<file path="src/logic/bb_defines.svh">
`ifndef BB_DEFINES_SVH
`define BB_DEFINES_SVH

// bit count boundaries, last count of each field
`define BB_PREAMBLE_END      8'd3
`define BB_SYNC_END          8'd67
`define BB_TRAILER_END       8'd71
`define BB_HEADER_END        8'd101
`define BB_PACKET_END        8'd125

`define BB_HEADER_START      8'd72
`define BB_RX_TRAILER_START  8'd68  // correlator hands over here

// field lengths
`define BB_HEADER_BITS       4'd10  // lt_addr, type, flow, arqn, seqn
`define BB_FEC_REPEAT        3      // rate 1/3 repetition

// D8 + D7 + D5 + D2 + D + 1
`define BB_HEC_POLY          9'h1a7

// D7 + D4 + 1
`define BB_WHITEN_POLY       8'h91

`endif
</file>
<file path="src/logic/bb_pkg.sv">
package bb_pkg;

  typedef logic [2:0]  lt_addr_t;
  typedef logic [3:0]  pk_type_t;
  typedef logic [7:0]  uap_t;          // hec seed
  typedef logic [7:0]  hec_t;
  typedef logic [63:0] sync_word_t;    // bit 0 goes out first
  typedef logic [7:0]  bit_count_t;
  typedef logic [5:0]  whiten_seed_t;  // clk[6:1]

  typedef enum logic [2:0] {
    ph_idle,
    ph_preamble,
    ph_sync,
    ph_trailer,
    ph_header,
    ph_hec
  } seq_phase_e;

endpackage

</file>
<file path="src/logic/baseband_header.sv">
`include "bb_defines.svh"

module baseband_header
  import bb_pkg::*;
(
  input  logic         clk_6M,
  input  logic         rstz,
  input  logic         p_1us,
  input  logic         tx_start_p,
  input  logic         rx_trailer_st_p,
  input  sync_word_t   sync_word,
  input  uap_t         uap,
  input  whiten_seed_t clk_seed,
  input  logic         whiten_en,
  input  lt_addr_t     tx_lt_addr,
  input  pk_type_t     tx_pk_type,
  input  logic         tx_flow,
  input  logic         tx_arqn,
  input  logic         tx_seqn,
  input  lt_addr_t     my_lt_addr,
  input  logic         rx_bit,
  output logic         tx_bit,
  output logic         busy,
  output lt_addr_t     rx_lt_addr,
  output pk_type_t     rx_pk_type,
  output logic         rx_flow,
  output logic         rx_arqn,
  output logic         rx_seqn,
  output logic         rx_is_poll,
  output logic         hec_good,
  output logic         lt_addressed,
  output logic         hdr_done_p
);

  seq_phase_e                 seq_phase;
  logic [3:0]                 hdr_index;
  logic                       access_bit;
  logic                       coded_bit;
  logic                       decoded_bit;
  logic                       fec_step_p;
  logic                       header_st_p;
  logic                       hec_end_p;
  logic                       packet_end_p;
  hec_t                       hec_rem;
  logic                       transmit;
  logic                       hdr_tx_bit;
  logic [`BB_HEADER_BITS-1:0] tx_header;

  always_ff @(posedge clk_6M or negedge rstz)
  begin
    if (!rstz)
      transmit <= 1'b0;
    else if (p_1us && tx_start_p)
      transmit <= 1'b1;
    else if (p_1us && rx_trailer_st_p)
      transmit <= 1'b0;
    else if (packet_end_p)
      transmit <= 1'b0;  // line goes quiet after the last hec bit
  end

  assign tx_header  = {tx_seqn, tx_arqn, tx_flow, tx_pk_type, tx_lt_addr};
  assign hdr_tx_bit = (hdr_index < `BB_HEADER_BITS) ? tx_header[hdr_index] : 1'b0;

  always_comb
  begin
    if (!transmit)
      tx_bit = 1'b0;
    else if ((seq_phase == ph_header) || (seq_phase == ph_hec))
      tx_bit = coded_bit;
    else
      tx_bit = access_bit;
  end

  packet_sequencer u_seq (
    .clk_6M          (clk_6M),
    .rstz            (rstz),
    .p_1us           (p_1us),
    .tx_start_p      (tx_start_p),
    .rx_trailer_st_p (rx_trailer_st_p),
    .sync_word       (sync_word),
    .access_bit      (access_bit),
    .seq_phase       (seq_phase),
    .hdr_index       (hdr_index),
    .fec_step_p      (fec_step_p),
    .header_st_p     (header_st_p),
    .hec_end_p       (hec_end_p),
    .packet_end_p    (packet_end_p),
    .busy            (busy)
  );

  header_codec u_codec (
    .clk_6M      (clk_6M),
    .rstz        (rstz),
    .p_1us       (p_1us),
    .transmit    (transmit),
    .whiten_en   (whiten_en),
    .uap         (uap),
    .clk_seed    (clk_seed),
    .header_st_p (header_st_p),
    .fec_step_p  (fec_step_p),
    .seq_phase   (seq_phase),
    .hdr_index   (hdr_index),
    .hdr_tx_bit  (hdr_tx_bit),
    .rx_bit      (rx_bit),
    .coded_bit   (coded_bit),
    .decoded_bit (decoded_bit),
    .hec_rem     (hec_rem)
  );

  header_decoder u_dec (
    .clk_6M       (clk_6M),
    .rstz         (rstz),
    .p_1us        (p_1us),
    .transmit     (transmit),
    .decoded_bit  (decoded_bit),
    .fec_step_p   (fec_step_p),
    .hdr_index    (hdr_index),
    .hec_end_p    (hec_end_p),
    .hec_rem      (hec_rem),
    .my_lt_addr   (my_lt_addr),
    .rx_lt_addr   (rx_lt_addr),
    .rx_pk_type   (rx_pk_type),
    .rx_flow      (rx_flow),
    .rx_arqn      (rx_arqn),
    .rx_seqn      (rx_seqn),
    .hec_good     (hec_good),
    .lt_addressed (lt_addressed),
    .rx_is_poll   (rx_is_poll),
    .hdr_done_p   (hdr_done_p)
  );

endmodule

</file>
<file path="src/logic/header_decoder.sv">
`include "bb_defines.svh"

module header_decoder
  import bb_pkg::*;
(
  input  logic       clk_6M,
  input  logic       rstz,
  input  logic       p_1us,
  input  logic       transmit,
  input  logic       decoded_bit,
  input  logic       fec_step_p,
  input  logic [3:0] hdr_index,
  input  logic       hec_end_p,
  input  hec_t       hec_rem,
  input  lt_addr_t   my_lt_addr,
  output lt_addr_t   rx_lt_addr,
  output pk_type_t   rx_pk_type,
  output logic       rx_flow,
  output logic       rx_arqn,
  output logic       rx_seqn,
  output logic       hec_good,
  output logic       lt_addressed,
  output logic       rx_is_poll,
  output logic       hdr_done_p
);

  localparam pk_type_t poll_type = 4'b0001;

  lt_addr_t lt_sr;
  pk_type_t type_sr;
  logic     flow_sr;
  logic     arqn_sr;
  logic     seqn_sr;
  logic     rx_step;
  logic     rx_end;
  logic     eval_q;
  logic     done_wait;
  logic     rem_zero;

  assign rx_step  = fec_step_p && !transmit && (hdr_index < `BB_HEADER_BITS);
  assign rx_end   = hec_end_p && !transmit;
  assign rem_zero = (hec_rem == '0);

  // fields arrive lsb first
  always_ff @(posedge clk_6M)
  begin
    if (rx_step)
    begin
      if (hdr_index < 4'd3)
        lt_sr <= {decoded_bit, lt_sr[2:1]};
      else if (hdr_index < 4'd7)
        type_sr <= {decoded_bit, type_sr[3:1]};
      else if (hdr_index == 4'd7)
        flow_sr <= decoded_bit;
      else if (hdr_index == 4'd8)
        arqn_sr <= decoded_bit;
      else
        seqn_sr <= decoded_bit;
    end
  end

  // remainder settles the cycle after hec_end_p, done goes out on the next tick
  always_ff @(posedge clk_6M or negedge rstz)
  begin
    if (!rstz)
    begin
      eval_q    <= 1'b0;
      done_wait <= 1'b0;
    end
    else
    begin
      eval_q <= rx_end;
      if (rx_end)
        done_wait <= 1'b1;
      else if (p_1us)
        done_wait <= 1'b0;
    end
  end

  assign hdr_done_p = done_wait && p_1us;

  always_ff @(posedge clk_6M or negedge rstz)
  begin
    if (!rstz)
    begin
      rx_lt_addr   <= '0;
      rx_pk_type   <= '0;
      rx_seqn      <= 1'b0;
      rx_flow      <= 1'b1;  // go
      rx_arqn      <= 1'b0;
      hec_good     <= 1'b0;
      lt_addressed <= 1'b0;
    end
    else if (eval_q)
    begin
      rx_lt_addr   <= lt_sr;
      rx_pk_type   <= type_sr;
      rx_seqn      <= seqn_sr;
      hec_good     <= rem_zero;
      lt_addressed <= rem_zero && (lt_sr == my_lt_addr);
      if (rem_zero)
      begin
        rx_flow <= flow_sr;
        rx_arqn <= arqn_sr;
      end
    end
    else if (transmit || (rx_step && (hdr_index == 4'd0)))
      lt_addressed <= 1'b0;  // new packet under way
  end

  assign rx_is_poll = (rx_pk_type == poll_type);

endmodule

</file>
<file path="src/logic/header_codec.sv">
`include "bb_defines.svh"

module header_codec
  import bb_pkg::*;
(
  input  logic         clk_6M,
  input  logic         rstz,
  input  logic         p_1us,
  input  logic         transmit,
  input  logic         whiten_en,
  input  uap_t         uap,
  input  whiten_seed_t clk_seed,
  input  logic         header_st_p,
  input  logic         fec_step_p,
  input  seq_phase_e   seq_phase,
  input  logic [3:0]   hdr_index,
  input  logic         hdr_tx_bit,
  input  logic         rx_bit,
  output logic         coded_bit,
  output logic         decoded_bit,
  output hec_t         hec_rem
);

  localparam logic [8:0] hec_gen    = `BB_HEC_POLY;
  localparam logic [7:0] whiten_gen = `BB_WHITEN_POLY;

  logic [6:0] whiten;
  logic [1:0] rx_sr;
  logic       hdr_phase;
  logic       white_bit;
  logic       tx_plain;
  logic       majority;
  logic       hec_in;
  logic       hec_fb;

  assign hdr_phase = (seq_phase == ph_header) || (seq_phase == ph_hec);
  assign white_bit = whiten_en & whiten[6];

  // past bit 9 the remainder shifts out msb first
  assign tx_plain  = (hdr_index < `BB_HEADER_BITS) ? hdr_tx_bit : hec_rem[7];
  // state only moves on fec_step_p, so each bit is held for its triplet
  assign coded_bit = tx_plain ^ white_bit;

  // first two samples of the triplet, third one is rx_bit itself
  always_ff @(posedge clk_6M)
  begin
    if (p_1us && hdr_phase)
      rx_sr <= {rx_sr[0], rx_bit};
  end

  assign majority = (rx_sr[1] & rx_sr[0]) | (rx_sr[1] & rx_bit) | (rx_sr[0] & rx_bit);
  assign decoded_bit = majority ^ white_bit;

  // on tx the hec bits feed back zero, on rx a good hec cancels the remainder
  assign hec_in = transmit ? tx_plain : decoded_bit;
  assign hec_fb = hec_rem[7] ^ hec_in;

  always_ff @(posedge clk_6M or negedge rstz)
  begin
    if (!rstz)
      hec_rem <= '0;
    else if (header_st_p)
      hec_rem <= uap;
    else if (fec_step_p)
      hec_rem <= {hec_rem[6:0], 1'b0} ^ (hec_fb ? hec_gen[7:0] : 8'h00);
  end

  always_ff @(posedge clk_6M or negedge rstz)
  begin
    if (!rstz)
      whiten <= '1;
    else if (header_st_p)
      whiten <= {1'b1, clk_seed};  // top bit forced so it never locks up
    else if (fec_step_p)
      whiten <= {whiten[5:0], 1'b0} ^ (whiten[6] ? whiten_gen[6:0] : 7'h00);
  end

  assert property (@(posedge clk_6M) disable iff (!rstz)
    hdr_phase |-> (whiten != '0))
    else $error("whitener stuck at zero during header");

endmodule

</file>
<file path="src/logic/packet_sequencer.sv">
`include "bb_defines.svh"

module packet_sequencer
  import bb_pkg::*;
(
  input  logic       clk_6M,
  input  logic       rstz,
  input  logic       p_1us,
  input  logic       tx_start_p,
  input  logic       rx_trailer_st_p,
  input  sync_word_t sync_word,
  output logic       access_bit,
  output seq_phase_e seq_phase,
  output logic [3:0] hdr_index,
  output logic       fec_step_p,
  output logic       header_st_p,
  output logic       hec_end_p,
  output logic       packet_end_p,
  output logic       busy
);

  localparam logic [1:0] fec_last = 2'(`BB_FEC_REPEAT - 1);

  bit_count_t bit_count;
  logic [1:0] fec_cnt;
  logic [5:0] sync_idx;
  logic       hdr_phase;
  logic       last_bit;

  assign last_bit = busy && (bit_count == `BB_PACKET_END);

  // a start strobe always wins, even mid packet
  always_ff @(posedge clk_6M or negedge rstz)
  begin
    if (!rstz)
    begin
      bit_count <= '0;
      busy      <= 1'b0;
    end
    else if (p_1us)
    begin
      if (tx_start_p)
      begin
        bit_count <= '0;
        busy      <= 1'b1;
      end
      else if (rx_trailer_st_p)
      begin
        bit_count <= `BB_RX_TRAILER_START;
        busy      <= 1'b1;
      end
      else if (last_bit)
        busy <= 1'b0;  // count parks on 125
      else if (busy)
        bit_count <= bit_count + 8'd1;
    end
  end

  always_comb
  begin
    if (!busy)
      seq_phase = ph_idle;
    else if (bit_count <= `BB_PREAMBLE_END)
      seq_phase = ph_preamble;
    else if (bit_count <= `BB_SYNC_END)
      seq_phase = ph_sync;
    else if (bit_count <= `BB_TRAILER_END)
      seq_phase = ph_trailer;
    else if (bit_count <= `BB_HEADER_END)
      seq_phase = ph_header;
    else
      seq_phase = ph_hec;
  end

  assign hdr_phase = (seq_phase == ph_header) || (seq_phase == ph_hec);

  // counts 4..67 map onto sync bits 0..63
  assign sync_idx = 6'(bit_count - `BB_PREAMBLE_END - 8'd1);

  // preamble and trailer keep alternating into and out of the sync word
  always_comb
  begin
    case (seq_phase)
      ph_preamble: access_bit = sync_word[0] ^ bit_count[0];
      ph_sync:     access_bit = sync_word[sync_idx];
      ph_trailer:  access_bit = sync_word[63] ^ ~bit_count[0];
      default:     access_bit = 1'b0;
    endcase
  end

  always_ff @(posedge clk_6M or negedge rstz)
  begin
    if (!rstz)
      fec_cnt <= '0;
    else if (!hdr_phase)
      fec_cnt <= '0;
    else if (p_1us)
      fec_cnt <= (fec_cnt == fec_last) ? 2'd0 : fec_cnt + 2'd1;
  end

  assign fec_step_p   = hdr_phase && p_1us && (fec_cnt == fec_last);
  assign header_st_p  = busy && p_1us && (bit_count == `BB_TRAILER_END);
  assign hec_end_p    = p_1us && (seq_phase == ph_hec) && (bit_count == `BB_PACKET_END);
  assign packet_end_p = p_1us && last_bit;

  // header bits 0..9, then parked at 10 while the hec goes through
  always_ff @(posedge clk_6M or negedge rstz)
  begin
    if (!rstz)
      hdr_index <= '0;
    else if (header_st_p)
      hdr_index <= '0;
    else if (fec_step_p && (hdr_index < `BB_HEADER_BITS))
      hdr_index <= hdr_index + 4'd1;
  end

  // triplet counter has to stay in step with the bit count
  assert property (@(posedge clk_6M) disable iff (!rstz)
    fec_step_p |-> hdr_phase && ((bit_count - `BB_HEADER_START) % 8'd3 == 8'd2))
    else $error("fec_step_p off the triplet grid at count %0d", bit_count);

endmodule

</file>
<file path="config.mk">
export PLATFORM = sky130hd
export DESIGN_NAME = baseband_header
export DESIGN_NICKNAME = d
export VERILOG_FILES = /design/src/logic/bb_pkg.sv /design/src/logic/baseband_header.sv /design/src/logic/header_decoder.sv /design/src/logic/header_codec.sv /design/src/logic/packet_sequencer.sv
export VERILOG_INCLUDE_DIRS = /design/src /design/src/logic
export SDC_FILE = /design/constraint.sdc
export NUM_CORES = 1
export LEC_CHECK = 0
export BUFFER_PORTS_ARGS = -buffer_cell sky130_fd_sc_hd__buf_2
export CAP_MARGIN = 20
export CORE_ASPECT_RATIO = 1.5
export CORE_MARGIN = 2
export CORE_UTILIZATION = 51
export DETAILED_ROUTE_END_ITERATION = 12
export HOLD_SLACK_MARGIN = 0.06
export PLACE_DENSITY_LB_ADDON = 0.3
export REMOVE_ABC_BUFFERS = 1
export SETUP_SLACK_MARGIN = 0.4
export SYNTH_ARGS = -nofsm -noshare
export SYNTH_HDL_FRONTEND = slang
export SYNTH_SLANG_ARGS = --single-unit
export TNS_END_PERCENT = 30
</file>
<file path="constraint.sdc">
create_clock -name clk_6M -period 2.9 [get_ports clk_6M]
set_clock_uncertainty 0.05 [all_clocks]
set_input_delay 0.29 -clock clk_6M [delete_from_list [all_inputs] [get_ports clk_6M]]
set_output_delay 0.29 -clock clk_6M [all_outputs]
set_load 0.02 [all_outputs]
</file>
==> impl_metrics.ini <==
[status]
run_status = finished, violations left
violations = negative setup slack

[routing]
drt-pass1-iter-count = 4
dr.first_iter.drc_count = 234
ant_nets = 0
avgRoutedWirePerCell_um = 16.09
finalWirelength_mm = 8.413
post-route-drc-count = 0
vias_per_cell = 5.782
num_vias = 3024

[die]
ios = 114
initial_core_util = 0.5324
die_x_um = 71.42
die_h_um = 105.1
num_rows = 36
coreArea_mm2 = 0.006531
dieArea_mm2 = 0.007508

[placement]
dp_slack_ns = 0.1439
routabilityCongestion = 0.8624
io_buffer_count = 113
dp_hpwl_mm = 6.111
dp.cells = 498
placed_area_mm2 = 0.004105

[clock_tree]
clk_pin_slew_ns = 0.07
cts_tree = yes
h-tree-depth = 3
cts_inserted_buffers = 9
clock_sinks = 57
insertion_delay_ns = 0.34
clockBufferDepth = 2
cts_root_buf = clkbuf_8

[setup_path]
critPathRequiredTime_ns = 2.56
crit_fanout = 5
cp-end-kind = output port
start_kind = flip-flop
criticalPathCategory = flip-flop to output port
cp.arrival_ns = 2.65

[layout]
stdcell_count = 523
final_area_mm2 = 0.004489
area_delta_synth_final_pct = 29.11
drive_above_1_share = 0.4228
final_nets = 548
n_antenna_cell = 0
final_util = 0.6874

[synthesis]
ys_warn_count = 0
async_reset_ff_frac = 0.7895
synthDistinctLibCells = 51
synth.most_common_cell = nand2_1
yosys_most_used_dff = dfrtp_1
synth_cells = 322
yosysSeqAreaShare = 0.4304
yosys-top-cells-count = nand2_1, dfrtp_1, nor2_1, clkbuf_1, xnor2_1
ys_seq_elements = 57
synth.area.top_cells = dfrtp_1, edfxtp_1, mux4_1
syn-cell-area_mm2 = 0.003477
synth_top_area_share = 0.2663
synth_area_per_cell_um2 = 10.80
synth_edf_count = 12
yosys.area.top_type = dfrtp_1

[power_and_ir_drop]
power_leakage_nw = 2.079
p_total_mw = 2.024
irDropWorstVdd_v = 0.0002314
power.density_mw_per_mm2 = 450.9

[sta]
tightest_slew_ns = 0.5972
setup_viol = 1
final.setup.tns_ns = -0.08763
rsz0062_at_grt = true
max_freq_ghz = 0.3347
final-hold-violation-count = 0
layout_min_cycle_time_ns = 2.988
holdWs_ns = 0.1087
worst_slack_ns = -0.08763
finalCritPeriodShare = 1.030
slew_headroom = 0.5977
drv_slew = 0

[global_route]
grt_overflow = 0
first_global_vias = 2988
antenna_found_initial = 0
grt_max_degree = 46
grt_pass1_wl_mm = 13.44
track_usage = 0.2326

[flow_run]
maxCapViolCount = 0

[min_path]
hold_class = input port to flip-flop
==> layout make-up <==
class	count	area, µm²
tap	76	95.09
fill	499	2042
multi-input combinational	237	1899
clock buffer	9	123.9
timing repair buffer	128	737.0
sequential	57	1499
clock inverter	7	101.3
inverter	9	33.78
==> state kept, by name, indices dropped and copies added (netlist names) <==
signal and count:
transmit 1, u_codec.whiten 7, u_dec.seqn_sr 1, u_dec.eval_q 1, u_dec.rx_seqn 1, u_dec.done_wait 1, u_dec.lt_sr 3, u_dec.rx_pk_type 4
u_dec.rx_flow 1, u_codec.rx_sr 2, u_codec.hec_rem 8, u_dec.lt_addressed 1, u_dec.arqn_sr 1, u_dec.flow_sr 1, u_seq.bit_count 8, u_dec.type_sr 4
u_seq.hdr_index 4, u_seq.fec_cnt 2, u_dec.hec_good 1, u_dec.rx_arqn 1, u_dec.rx_lt_addr 3, u_seq.busy 1
==> kinds of logic after synthesis <==
logic type                 Yosys count  synth area share
buffers and inverters               28           0.03562
muxes                               38            0.1832
xor gates and xnor gates            22           0.06333
and+or+nand+nor                    117            0.1519
adders and majority gates            9           0.03167
DFF                                 57            0.4304
AOI/OAI and AO/OA                   51            0.1040
==> cell usage in the layout, fill, tap and decap left out, types with 3 or more instances in the layout <==
| cell type | netlist | routed |
|---|---|---|
| o21ai_0 | 11 | 11 |
| mux4_2 | 6 | 10 |
| nand2_1 | 49 | 49 |
| inv_1 | 8 | 8 |
| clkbuf_8 | 0 | 9 |
| o22ai_1 | 3 | 3 |
| mux2i_1 | 9 | 9 |
| mux4_1 | 10 | 6 |
| buf_2 | 3 | 112 |
| dfrtp_1 | 37 | 35 |
| xnor2_1 | 13 | 13 |
| mux2_2 | 12 | 12 |
| ha_1 | 8 | 7 |
| edfxtp_1 | 12 | 12 |
| dfstp_2 | 8 | 8 |
| nand4_1 | 3 | 3 |
| nor2_1 | 31 | 29 |
| a21oi_1 | 6 | 6 |
| o31ai_1 | 3 | 3 |
| nor3_1 | 8 | 7 |
| xor2_1 | 7 | 6 |
| nand3_1 | 9 | 9 |
| buf_4 | 0 | 11 |
| nor4b_1 | 3 | 3 |
| a22oi_1 | 11 | 11 |
==> power breakdown <==
part | internal (mW) | switching [mW]
combinational | 0.178 | 0.153
clock | 0.490 | 0.350
sequential | 0.832 | 0.0214
total | 1.50 | 0.524
==> critical path, stage by stage, from the launching register on <==
cell and delay [ns]:
dfrtp_2 0.45, buf_4 0.14, mux4_2 0.48, mux4_2 0.49, nor2_2 0.13, a311oi_2 0.06, a2111oi_2 0.26, nor3_1 0.12
buf_4 0.17
==> worst paths after layout <==
check / slack (ns) / end / from / cells past startpoint
max in group asynchronous: 2.03 / u_dec.rx_flow / rstz / 3
setup reg to reg: 0.48 / u_dec.seqn_sr / u_seq.bit_count[0] / 9
setup / recovery: -0.09 / tx_bit / u_seq.bit_count[0] / 8
hold / removal: 0.11 / u_codec.hec_rem[2] / uap[2] / 3
hold reg to reg: 0.41 / u_dec.type_sr[0] / u_dec.type_sr[1] / 0
min in group asynchronous: 0.26 / u_seq.hdr_index[0] / rstz / 2
==> routing by layer <==
layer | track usage | vias up | share of wire
met5 | 0 | - | 0
met4 | 0.1267 | 0 | 0.031
met3 | 0.04822 | 19 | 0.062
met2 | 0.4081 | 136 | 0.54
met1 | 0.2556 | 1444 | 0.37
li1 | - | 1425 | -
==> timing repair <==
| action | in CTS | in global routing |
|---|---|---|
| hold buffers | 0 | 1 |
| pin swaps | 2 | 4 |
| gates cloned | 1 | 0 |
| resized for setup | 8 | 13 |
| buffers inserted | 0 | 6 |
| endpoints found under the hold margin | 0 | 37 |
| endpoints found under the setup margin | 22 | 22 |
Note: power is estimated with default switching activity, not from simulation.
